===== src/design/clkreqaggr_cfg.svh =====
/* Clock request aggregator defaults */

`ifndef CLKREQAGGR_CFG_SVH
`define CLKREQAGGR_CFG_SVH

// Default number of downstream agents
// Top level and testbench both start from this
`define CLKREQAGGR_CNT 4

// Depth of every synchronizer chain
// Two flops give a single settling cycle for metastability
// Request to acknowledge latency grows by one per extra stage
`define CLKREQAGGR_SYNC_STAGES 2

`endif


===== src/design/clkreqaggr_pkg.sv =====
/* Clock request aggregator types */

package clkreqaggr_pkg;

  // Upstream handshake states
  // UP_IDLE  no upstream request, acknowledge seen low
  // UP_REQ   oclkmreq high, waiting for iclkmack
  // UP_ON    clock granted to every port
  // UP_REL   oclkmreq dropped, waiting for iclkmack low
  typedef enum logic [1:0] {
    UP_IDLE,
    UP_REQ,
    UP_ON,
    UP_REL
  } up_state_t;

  // Per agent handshake states
  // PORT_IDLE  nothing requested
  // PORT_WAIT  request seen, upstream not yet on
  // PORT_ACK   oclkack high to the agent
  // PORT_DROP  request gone, ack low, need still held
  typedef enum logic [1:0] {
    PORT_IDLE,
    PORT_WAIT,
    PORT_ACK,
    PORT_DROP
  } port_state_t;

endpackage


===== src/design/clkreq_port_if.sv =====
/* Downstream port bundle */

`timescale 1ns/1ps

interface clkreq_port_if;

  // Synchronized agent request
  logic req_sync;
  // Port wants or still holds the clock
  logic need;
  // Port acknowledge is high
  logic acked;
  // Common grant from the upstream FSM
  logic grant;

  // Sync bank only drives the request
  modport sync (
    output req_sync
  );

  // Per agent FSM
  modport port (
    input  req_sync,
    input  grant,
    output need,
    output acked
  );

  // Upstream FSM collects need and fans out grant
  modport sm (
    input  need,
    input  acked,
    output grant
  );

endinterface


===== src/design/clkreqaggr_sync.sv =====
/* Request and acknowledge synchronizers */

`timescale 1ns/1ps

`include "clkreqaggr_cfg.svh"

module clkreqaggr_sync #(
  parameter int CLKREQ_CNT = `CLKREQAGGR_CNT
) (
  input  logic                  iclk,
  input  logic                  rst,
  // Async downstream requests
  input  logic [CLKREQ_CNT-1:0] iclkreq,
  // Async upstream acknowledge
  input  logic                  iclkmack,
  output logic                  mack_sync,
  // Unsynchronized OR, only used to hold off release
  output logic                  any_req_raw,
  clkreq_port_if.sync           port_if [CLKREQ_CNT-1:0]
);

  localparam int STAGES = `CLKREQAGGR_SYNC_STAGES;

  // Stage 0 samples the async pins
  logic [STAGES-1:0][CLKREQ_CNT-1:0] req_ff;
  logic [STAGES-1:0]                 mack_ff;

  // Request chains, one column per agent
  always_ff @(posedge iclk) begin
    if (rst) begin
      req_ff <= '0;
    end else begin
      req_ff[0] <= iclkreq;
      for (int s = 1; s < STAGES; s++) begin
        req_ff[s] <= req_ff[s-1];
      end
    end
  end

  // Upstream acknowledge chain
  always_ff @(posedge iclk) begin
    if (rst) begin
      mack_ff <= '0;
    end else begin
      mack_ff[0] <= iclkmack;
      for (int s = 1; s < STAGES; s++) begin
        mack_ff[s] <= mack_ff[s-1];
      end
    end
  end

  assign mack_sync = mack_ff[STAGES-1];

  // Fast path
  // Sees a new request before its chain settles, so the upstream
  // FSM cannot drop oclkmreq under a request still in flight
  assign any_req_raw = |iclkreq;

  // Last stage out to each port bundle
  for (genvar i = 0; i < CLKREQ_CNT; i++) begin : g_req_out
    assign port_if[i].req_sync = req_ff[STAGES-1][i];
  end

  // Synchronizer depth below two gives no settling time
  initial begin
    assert (STAGES >= 2)
      else $error("synchronizer depth must be at least 2");
  end

endmodule


===== src/design/clkreq_port.sv =====
/* Per agent acknowledge FSM */

`timescale 1ns/1ps

module clkreq_port (
  input  logic        iclk,
  input  logic        rst,
  clkreq_port_if.port port_if,
  // Acknowledge back to the agent
  output logic        oclkack
);

  import clkreqaggr_pkg::*;

  port_state_t state_q;
  port_state_t state_d;

  logic need_q;
  logic ack_q;

  // Next state
  always_comb begin
    state_d = state_q;
    case (state_q)
      PORT_IDLE: begin
        if (port_if.req_sync) begin
          // Upstream already on, skip the wait
          if (port_if.grant) begin
            state_d = PORT_ACK;
          end else begin
            state_d = PORT_WAIT;
          end
        end
      end
      PORT_WAIT: begin
        // Agent holds its request until acknowledged
        if (port_if.grant) begin
          state_d = PORT_ACK;
        end
      end
      PORT_ACK: begin
        if (!port_if.req_sync) begin
          state_d = PORT_DROP;
        end
      end
      PORT_DROP: begin
        // One cycle with need still up
        state_d = PORT_IDLE;
      end
      default: begin
        state_d = PORT_IDLE;
      end
    endcase
  end

  // State and registered outputs
  // need covers WAIT, ACK and DROP so release waits for a full drop
  always_ff @(posedge iclk) begin
    if (rst) begin
      state_q <= PORT_IDLE;
      need_q  <= 1'b0;
      ack_q   <= 1'b0;
    end else begin
      state_q <= state_d;
      need_q  <= (state_d != PORT_IDLE);
      ack_q   <= (state_d == PORT_ACK);
    end
  end

  assign port_if.need  = need_q;
  assign port_if.acked = ack_q;
  assign oclkack       = ack_q;

  // Ack only ever rises under the common grant
  a_ack_needs_grant : assert property (
    @(posedge iclk) disable iff (rst)
    (oclkack && !$past(oclkack)) |-> $past(port_if.grant)
  ) else $error("oclkack rose without grant");

  // Ack held until the agent has dropped its request
  a_ack_held : assert property (
    @(posedge iclk) disable iff (rst)
    (!oclkack && $past(oclkack)) |-> !$past(port_if.req_sync)
  ) else $error("oclkack fell while request still high");

endmodule


===== src/design/clkreqaggr_sm.sv =====
/* Upstream request FSM */

`timescale 1ns/1ps

`include "clkreqaggr_cfg.svh"

module clkreqaggr_sm #(
  parameter int CLKREQ_CNT = `CLKREQAGGR_CNT
) (
  input  logic      iclk,
  input  logic      rst,
  // Synchronized upstream acknowledge
  input  logic      mack_sync,
  // Raw OR of all agent requests
  input  logic      any_req_raw,
  clkreq_port_if.sm port_if [CLKREQ_CNT-1:0],
  // Upstream clock request
  output logic      oclkmreq
);

  import clkreqaggr_pkg::*;

  up_state_t state_q;
  up_state_t state_d;

  logic [CLKREQ_CNT-1:0] need_vec;
  logic [CLKREQ_CNT-1:0] acked_vec;
  logic                  any_need;
  logic                  mreq_q;
  logic                  grant_q;

  // Gather per port status, fan out the grant
  for (genvar i = 0; i < CLKREQ_CNT; i++) begin : g_port
    assign need_vec[i]      = port_if[i].need;
    assign acked_vec[i]     = port_if[i].acked;
    assign port_if[i].grant = grant_q;
  end

  assign any_need = |need_vec;

  // Next state
  always_comb begin
    state_d = state_q;
    case (state_q)
      UP_IDLE: begin
        // Previous handshake fully closed before a new request
        if (any_need && !mack_sync) begin
          state_d = UP_REQ;
        end
      end
      UP_REQ: begin
        if (mack_sync) begin
          state_d = UP_ON;
        end
      end
      UP_ON: begin
        // Raw path blocks release while a request is still syncing
        if (!any_need && !any_req_raw) begin
          state_d = UP_REL;
        end
      end
      UP_REL: begin
        // New requests wait here until iclkmack is low
        if (!mack_sync) begin
          state_d = UP_IDLE;
        end
      end
      default: begin
        state_d = UP_IDLE;
      end
    endcase
  end

  // State and registered outputs
  always_ff @(posedge iclk) begin
    if (rst) begin
      state_q <= UP_IDLE;
      mreq_q  <= 1'b0;
      grant_q <= 1'b0;
    end else begin
      state_q <= state_d;
      mreq_q  <= (state_d == UP_REQ) || (state_d == UP_ON);
      grant_q <= (state_d == UP_ON);
    end
  end

  assign oclkmreq = mreq_q;

  // Four phase upstream rule, no new request over a stale ack
  a_mreq_rise : assert property (
    @(posedge iclk) disable iff (rst)
    (oclkmreq && !$past(oclkmreq)) |-> !$past(mack_sync)
  ) else $error("oclkmreq rose while iclkmack still high");

  // Grant only inside an open upstream request
  a_grant_mreq : assert property (
    @(posedge iclk) disable iff (rst)
    grant_q |-> oclkmreq
  ) else $error("grant high without oclkmreq");

  // No port may still hold an ack once grant is gone
  a_acked_grant : assert property (
    @(posedge iclk) disable iff (rst)
    (|acked_vec) |-> grant_q
  ) else $error("port acknowledged without grant");

endmodule


===== src/design/clkreqaggr.sv =====
/* Clock request aggregator top */

`timescale 1ns/1ps

`include "clkreqaggr_cfg.svh"

module clkreqaggr #(
  parameter int CLKREQ_CNT = `CLKREQAGGR_CNT
) (
  input  logic                  iclk,
  // Synchronous, active high
  input  logic                  rst,
  // Downstream handshake, requests async
  input  logic [CLKREQ_CNT-1:0] iclkreq,
  output logic [CLKREQ_CNT-1:0] oclkack,
  // Upstream handshake, ack async
  output logic                  oclkmreq,
  input  logic                  iclkmack
);

  logic mack_sync;
  logic any_req_raw;

  // One bundle per downstream agent
  clkreq_port_if port_if [CLKREQ_CNT-1:0] ();

  // Synchronizers
  clkreqaggr_sync #(
    .CLKREQ_CNT (CLKREQ_CNT)
  ) i_sync (
    .iclk        (iclk),
    .rst         (rst),
    .iclkreq     (iclkreq),
    .iclkmack    (iclkmack),
    .mack_sync   (mack_sync),
    .any_req_raw (any_req_raw),
    .port_if     (port_if)
  );

  // Per agent acknowledge FSMs
  for (genvar i = 0; i < CLKREQ_CNT; i++) begin : g_port
    clkreq_port i_port (
      .iclk    (iclk),
      .rst     (rst),
      .port_if (port_if[i]),
      .oclkack (oclkack[i])
    );
  end

  // Upstream request FSM
  clkreqaggr_sm #(
    .CLKREQ_CNT (CLKREQ_CNT)
  ) i_sm (
    .iclk        (iclk),
    .rst         (rst),
    .mack_sync   (mack_sync),
    .any_req_raw (any_req_raw),
    .port_if     (port_if),
    .oclkmreq    (oclkmreq)
  );

endmodule


===== config.mk =====
export PLATFORM = sky130hd
export DESIGN_NAME = clkreqaggr
export DESIGN_NICKNAME = d
export VERILOG_FILES = /design/src/design/clkreqaggr_pkg.sv /design/src/design/clkreq_port_if.sv /design/src/design/clkreqaggr_sync.sv /design/src/design/clkreq_port.sv /design/src/design/clkreqaggr_sm.sv /design/src/design/clkreqaggr.sv
export VERILOG_INCLUDE_DIRS = /design/src /design/src/design
export SDC_FILE = /design/constraint.sdc
export NUM_CORES = 1
export LEC_CHECK = 0
export BUFFER_PORTS_ARGS = -buffer_cell sky130_fd_sc_hd__buf_2
export CORE_MARGIN = 2
export CORE_UTILIZATION = 25
export CTS_CLUSTER_DIAMETER = 60
export DETAILED_ROUTE_END_ITERATION = 10
export PLACE_DENSITY = 0.47
export SLEW_MARGIN = 20
export SYNTH_ARGS = -nofsm -noshare
export SYNTH_HDL_FRONTEND = slang
export SYNTH_SLANG_ARGS = --single-unit

===== constraint.sdc =====
create_clock -name iclk -period 3.15 [get_ports iclk]
set_input_delay 0.4725 -clock iclk [delete_from_list [all_inputs] [get_ports iclk]]
set_output_delay 0.4725 -clock iclk [all_outputs]
set_load 0.03 [all_outputs]

* Yosys cells after proc, flatten, opt, wreduce, memory -nomap -nowiden
Index checks and enable logic that the tools add are counted.
** Cells by class
- $add $sub $neg :: 0
- Multiply operators :: 0
- Div/mod/pow operators :: 0
- Order comparisons :: 0
- Eq/ne operators :: 21
- Shifts and indexed selects :: 0
- Muxes and demuxes :: 22
- Bitwise logic cells :: 0
- Reductions and logical operators :: 17
** Operators with widths (count)
- one-hot mux 2 bit (4 select lines) :: 5
- 2-to-1 mux 2 bit :: 17
- == test 2 bit, second input constant :: 15
- == test 2 x 1 -> 1 bit, second input constant :: 6
- zero test 2 bit :: 5
- nonzero test 2 bit :: 4
- OR reduction 4 bit :: 2
- zero test 1 bit :: 3
- logical AND 1 bit :: 2
- logical OR 1 bit :: 1
** Word-level totals
- Flip-flop bits (word level) :: 30
- Latch bits :: 0
- RAM bits :: 0
- Bits in read-only memories :: 0
- Input port bits :: 7
- Logic and storage cells :: 78
- Memories kept :: 0

* Logic depth before layout (Yosys ltp)
- Depth after elaboration :: 7
- Mapped depth :: 5

* Cells and area by module
From an unflattened synthesis, not the netlist that was laid out.
** Unflattened totals
- Cells, all modules :: 106
- Area, all modules :: 1054.8 um^2
** Modules (own cells, without submodules)
- clkreq_port :: times used 4, cells an instance 16, area an instance 150.1 um^2
- clkreqaggr_sync :: times used 1, cells an instance 21, area an instance 270.3 um^2
- clkreqaggr_sm :: times used 1, cells an instance 21, area an instance 183.9 um^2

* Worst setup path after synthesis
No wires, ideal clock.
- Path kind :: input to register
- From :: input iclkreq[1]
- To :: register i_sm.mreq_q (netlist: i_sm.oclkmreq)
- Setup time :: 0.064 ns
- Arrival time :: 1.336 ns
- Data required time :: 3.086 ns
- Setup slack :: 1.750 ns
- Stages :: 5
- Cells stage by stage :: nor4_1 > nand3_1 > and3_1 > ha_1 > nor2_1
** Between the ends
- Longest elaborated chain between the ends :: 7
- Elaborated cells on any way between the ends :: 8
** Ends and longest elaborated chain
- start: declaration :: line clkreqaggr.sv:14 : input logic [CLKREQ_CNT-1:0] iclkreq,
- OR reduction 4 bit (*) :: line clkreqaggr_sync.sv:57 : assign any_req_raw = |iclkreq;
- zero test 1 bit (*) :: line clkreqaggr_sm.sv:58 : if (!any_need && !any_req_raw) begin
- logical AND 1 bit (*) :: line clkreqaggr_sm.sv:58
- 2-to-1 mux 2 bit (*) :: line clkreqaggr_sm.sv:58
- one-hot mux 2 bit (4 select lines) (*) :: line clkreqaggr_sm.sv:44 : case (state_q)
- == test 2 x 1 -> 1 bit or == test 2 bit (tied branches) :: line clkreqaggr_sm.sv:82 : mreq_q <= (state_d == UP_REQ) || (state_d == UP_ON);
- logical OR 1 bit (*) :: line clkreqaggr_sm.sv:82
- end signal: assignment :: line clkreqaggr_sm.sv:82
- end: declaration :: line clkreqaggr_sm.sv:29 : logic mreq_q;
Mark *: on every way between the ends. The rest lies on a longest branch, timed or not.
A chain may end at the register's enable or synchronous reset.

* Worst setup path after layout
- From :: register g_port[1].i_port.need_q
- To :: register i_sm.mreq_q (netlist: i_sm.oclkmreq)
** Between the ends
- Longest elaborated chain between the ends :: 7
- Elaborated cells on any way between the ends :: 10
** Ends and longest elaborated chain
- start: declaration :: line clkreq_port.sv:18 : logic need_q;
- start signal: assignment :: line clkreq_port.sv:65 : need_q <= (state_d != PORT_IDLE);
- OR reduction 4 bit (*) :: line clkreqaggr_sm.sv:39 : assign any_need = |need_vec;
- zero test 1 bit :: line clkreqaggr_sm.sv:58
- logical AND 1 bit :: line clkreqaggr_sm.sv:58
- 2-to-1 mux 2 bit :: line clkreqaggr_sm.sv:58
- one-hot mux 2 bit (4 select lines) (*) :: line clkreqaggr_sm.sv:44
- == test 2 x 1 -> 1 bit or == test 2 bit (tied branches) :: line clkreqaggr_sm.sv:82
- logical OR 1 bit (*) :: line clkreqaggr_sm.sv:82
Marks and branches as above.

==> impl_metrics.ini <==
[setup_path]
critPathCaptureType = register
crit_path_start_kind = register
cp.arrival_ns = 1.58
path_max_fanout = 2
critical_path.cell_chain = nor4_2 -> nand3_1 -> and3_1 -> ha_1 -> nor2_1
crit_required_ns = 3.35
path_class = register to register
cp_slowest_cell = nor4_2
critPathMaxStageDelay_ns = 0.34

[power_and_ir_drop]
finalPower_w = 0.000768
leakage_nw = 0.508
ir_drop_mv = 0.253
power.density_nw_per_um2 = 635

[timing]
setup_viol = 0
grt_setup_unrepaired = no
max_slew_margin = 0.688
clock_skew_ns = 0.00409
max_freq_ghz = 0.725
slew_violations = 0
setup_tns_ns = 0
tightest_slew_ns = 0.467
finalHoldViolCount = 0
hold_ws_ns = 0.407
fin_crit_ns = 1.38
min_period_over_period = 0.438

[cells_and_area]
drive_gt1_frac = 0.202
nets = 121
regArea_sq_um = 601
area_delta_synth_final_pct = 15.7
num-fill-cells = 427
diodes = 0
multi_input_area_sq_um = 384

[die]
die_height_um = 68.6
coreArea_sq_um = 4000
die-area_sq_um = 4710
start_util = 0.261
num_rows = 23
ios = 12
die_x_um = 68.6

[yosys]
yosysTopAreaCellShare = 0.575
synth_largest_area_cell = dfxtp_1
yosys.cell_types.count = 21
yosysSeqAreaShare = 0.575
syn_nets = 110
synth_warnings = 0
syn_area_sq_um = 1040
ys_ff_latch = 30
syn_avg_cell_area_sq_um = 10.2
synth_area_leaders = dfxtp_1, nor2b_1, nor2_1
synth_cells = 102

[clock_network]
ctsHoldBuffers = 0
cts-htree-levels = 2
ctsResizeCount = 0
worstSkewPairLatency_ns = 0.27
cts.clk_slew.worst_paths_ns = 0.06
cts_buffers = 5
postCtsSetupBuffers = 0
clock-sinks = 30
clk_path_buf_depth = 2
root_buffer = clkbuf_8
cts_tree = built

[global_routing]
grt_max_degree = 27
grt_overflow = 0
antenna_found_initial = 0
grt_pass1_wl_mm = 3.01
grt_pass1_vias = 703
grt.total_usage = 0.0899

[routing]
drc = 0
num_vias = 681
wire_per_inst_um = 10.0
wirelength_mm = 1.65
drt_iter0_markers = 15
first_pass_iters = 6
ant_nets = 0
detail_route.vias_per_cell = 4.15

[placed_design]
io_buffers = 11
gp_congestion = 0.681
dp_hpwl_mm = 1.16

[run]
cap_violations = 0

[outcome]
status = finished clean

[min_path]
hold_path_class = input port to register
==> worst max-delay path: cells and delay by family, from the launching register on <==
| family | cells | cell delay, ns |
|---|---|---|
| adders and majority gates | 1 | 0.28 |
| DFF | 1 | 0.31 |
| and+or+nand+nor | 4 | 0.73 |
==> where the power goes <==
| group | leakage (nW) | switching [W] | internal [W] |
|---|---|---|---|
| combinational | 0.214 | 0.0000301 | 0.0000240 |
| sequential | 0.246 | 0.00000922 | 0.000398 |
| clock | 0.0482 | 0.000131 | 0.000176 |
==> per-stage QoR <==
step	cells	utilization	area, sq um	setup WS [ns]
final	164	0.302	1210	1.77
after CTS	164	0.302	1210	1.74
after global placement	156	0.279	1120	1.57
after detailed placement	156	0.279	1120	1.56
after global routing	164	0.302	1210	1.62
after floorplan	102	-	1040	1.75
==> registers in the layout, summed over array words and instances (netlist names) <==
| name | cells |
|---|---|
| g_port.i_port.state_q | 8 |
| g_port.i_port.oclkack | 4 |
| g_port.i_port.port_if.need | 4 |
| i_sync.port_if.req_sync | 4 |
| i_sync.req_ff | 4 |
| i_sm.state_q | 2 |
| i_sync.mack_ff | 2 |
| i_sm.oclkmreq | 1 |
| i_sm.port_if.grant | 1 |
==> worst paths after layout <==
kind                                                          startpoint                           end  slack (ns)  depth (start not counted)
worst max register to register  g_port[1].i_port.port_if.need$_SDFF_PP0_      i_sm.oclkmreq$_SDFF_PP0_        1.77                          5
worst min-delay path                                            iclkmack  i_sync.mack_ff[0]$_SDFF_PP0_        0.41                          2
worst min register to register              i_sync.mack_ff[0]$_SDFF_PP0_  i_sync.mack_ff[1]$_SDFF_PP0_        0.43                          1
worst max-delay path            g_port[1].i_port.port_if.need$_SDFF_PP0_      i_sm.oclkmreq$_SDFF_PP0_        1.77                          5
==> layout make-up <==
class | instances | area share
flip-flops and latches | 30 | 0.497
multi-input cells | 61 | 0.318
clock buffers | 7 | 0.0714
well taps | 50 | 0.0518
repair buffers | 11 | 0.0455
inverters | 4 | 0.0124
clock inverters | 1 | 0.00414
==> cell usage after synthesis, drive strengths merged <==
| master | count |
|---|---|
| nor3 | 4 |
| nand3 | 1 |
| and2 | 1 |
| nor4 | 2 |
| a31oi | 1 |
| nor2 | 14 |
| inv | 4 |
| and3 | 1 |
| or2b | 1 |
| mux2i | 4 |
| nor2b | 13 |
| ha | 1 |
| o21ai | 5 |
| dfxtp | 30 |
| buf | 7 |
| a21oi | 4 |
| o21bai | 4 |
| a21o | 5 |
==> per-layer routing <==
layer / share of wire / vias up / global-route usage
met5: 0 / - / 0
met4: 0 / 0 / 0.0600
met3: 0.053 / 0 / 0.0341
met2: 0.46 / 15 / 0.142
met1: 0.49 / 308 / 0.100
li1: - / 358 / -
==> kinds of logic (layout without fill, tap and decap cells) <==
family                   Yosys count  after routing  synth area share
buffers and inverters             11             23            0.0575
flip-flops                        30             30             0.575
AND/OR/NAND/NOR                   37             37             0.189
AO/OA/AOI/OAI                     19             19             0.128
adder cells (fa/ha/maj)            1              1            0.0120
multiplexers                       4              4            0.0383
==> cells in the final DEF, fill, tap and decap left out <==
| cell | n |
|---|---|
| a21o_1 | 5 |
| a21oi_2 | 4 |
| a31oi_1 | 1 |
| and2_1 | 1 |
| and3_1 | 1 |
| buf_2 | 11 |
| clkbuf_1 | 1 |
| clkbuf_8 | 6 |
| clkinv_2 | 1 |
| dfxtp_1 | 30 |
| ha_1 | 1 |
| inv_1 | 4 |
| mux2i_1 | 4 |
| nand3_1 | 1 |
| nor2_1 | 14 |
| nor2b_1 | 13 |
| nor3_1 | 4 |
| nor4_1 | 1 |
| nor4_2 | 1 |
| o21ai_0 | 1 |
| o21ai_1 | 4 |
| o21bai_1 | 4 |
| or2b_1 | 1 |
(Power assumes the default switching activity.)
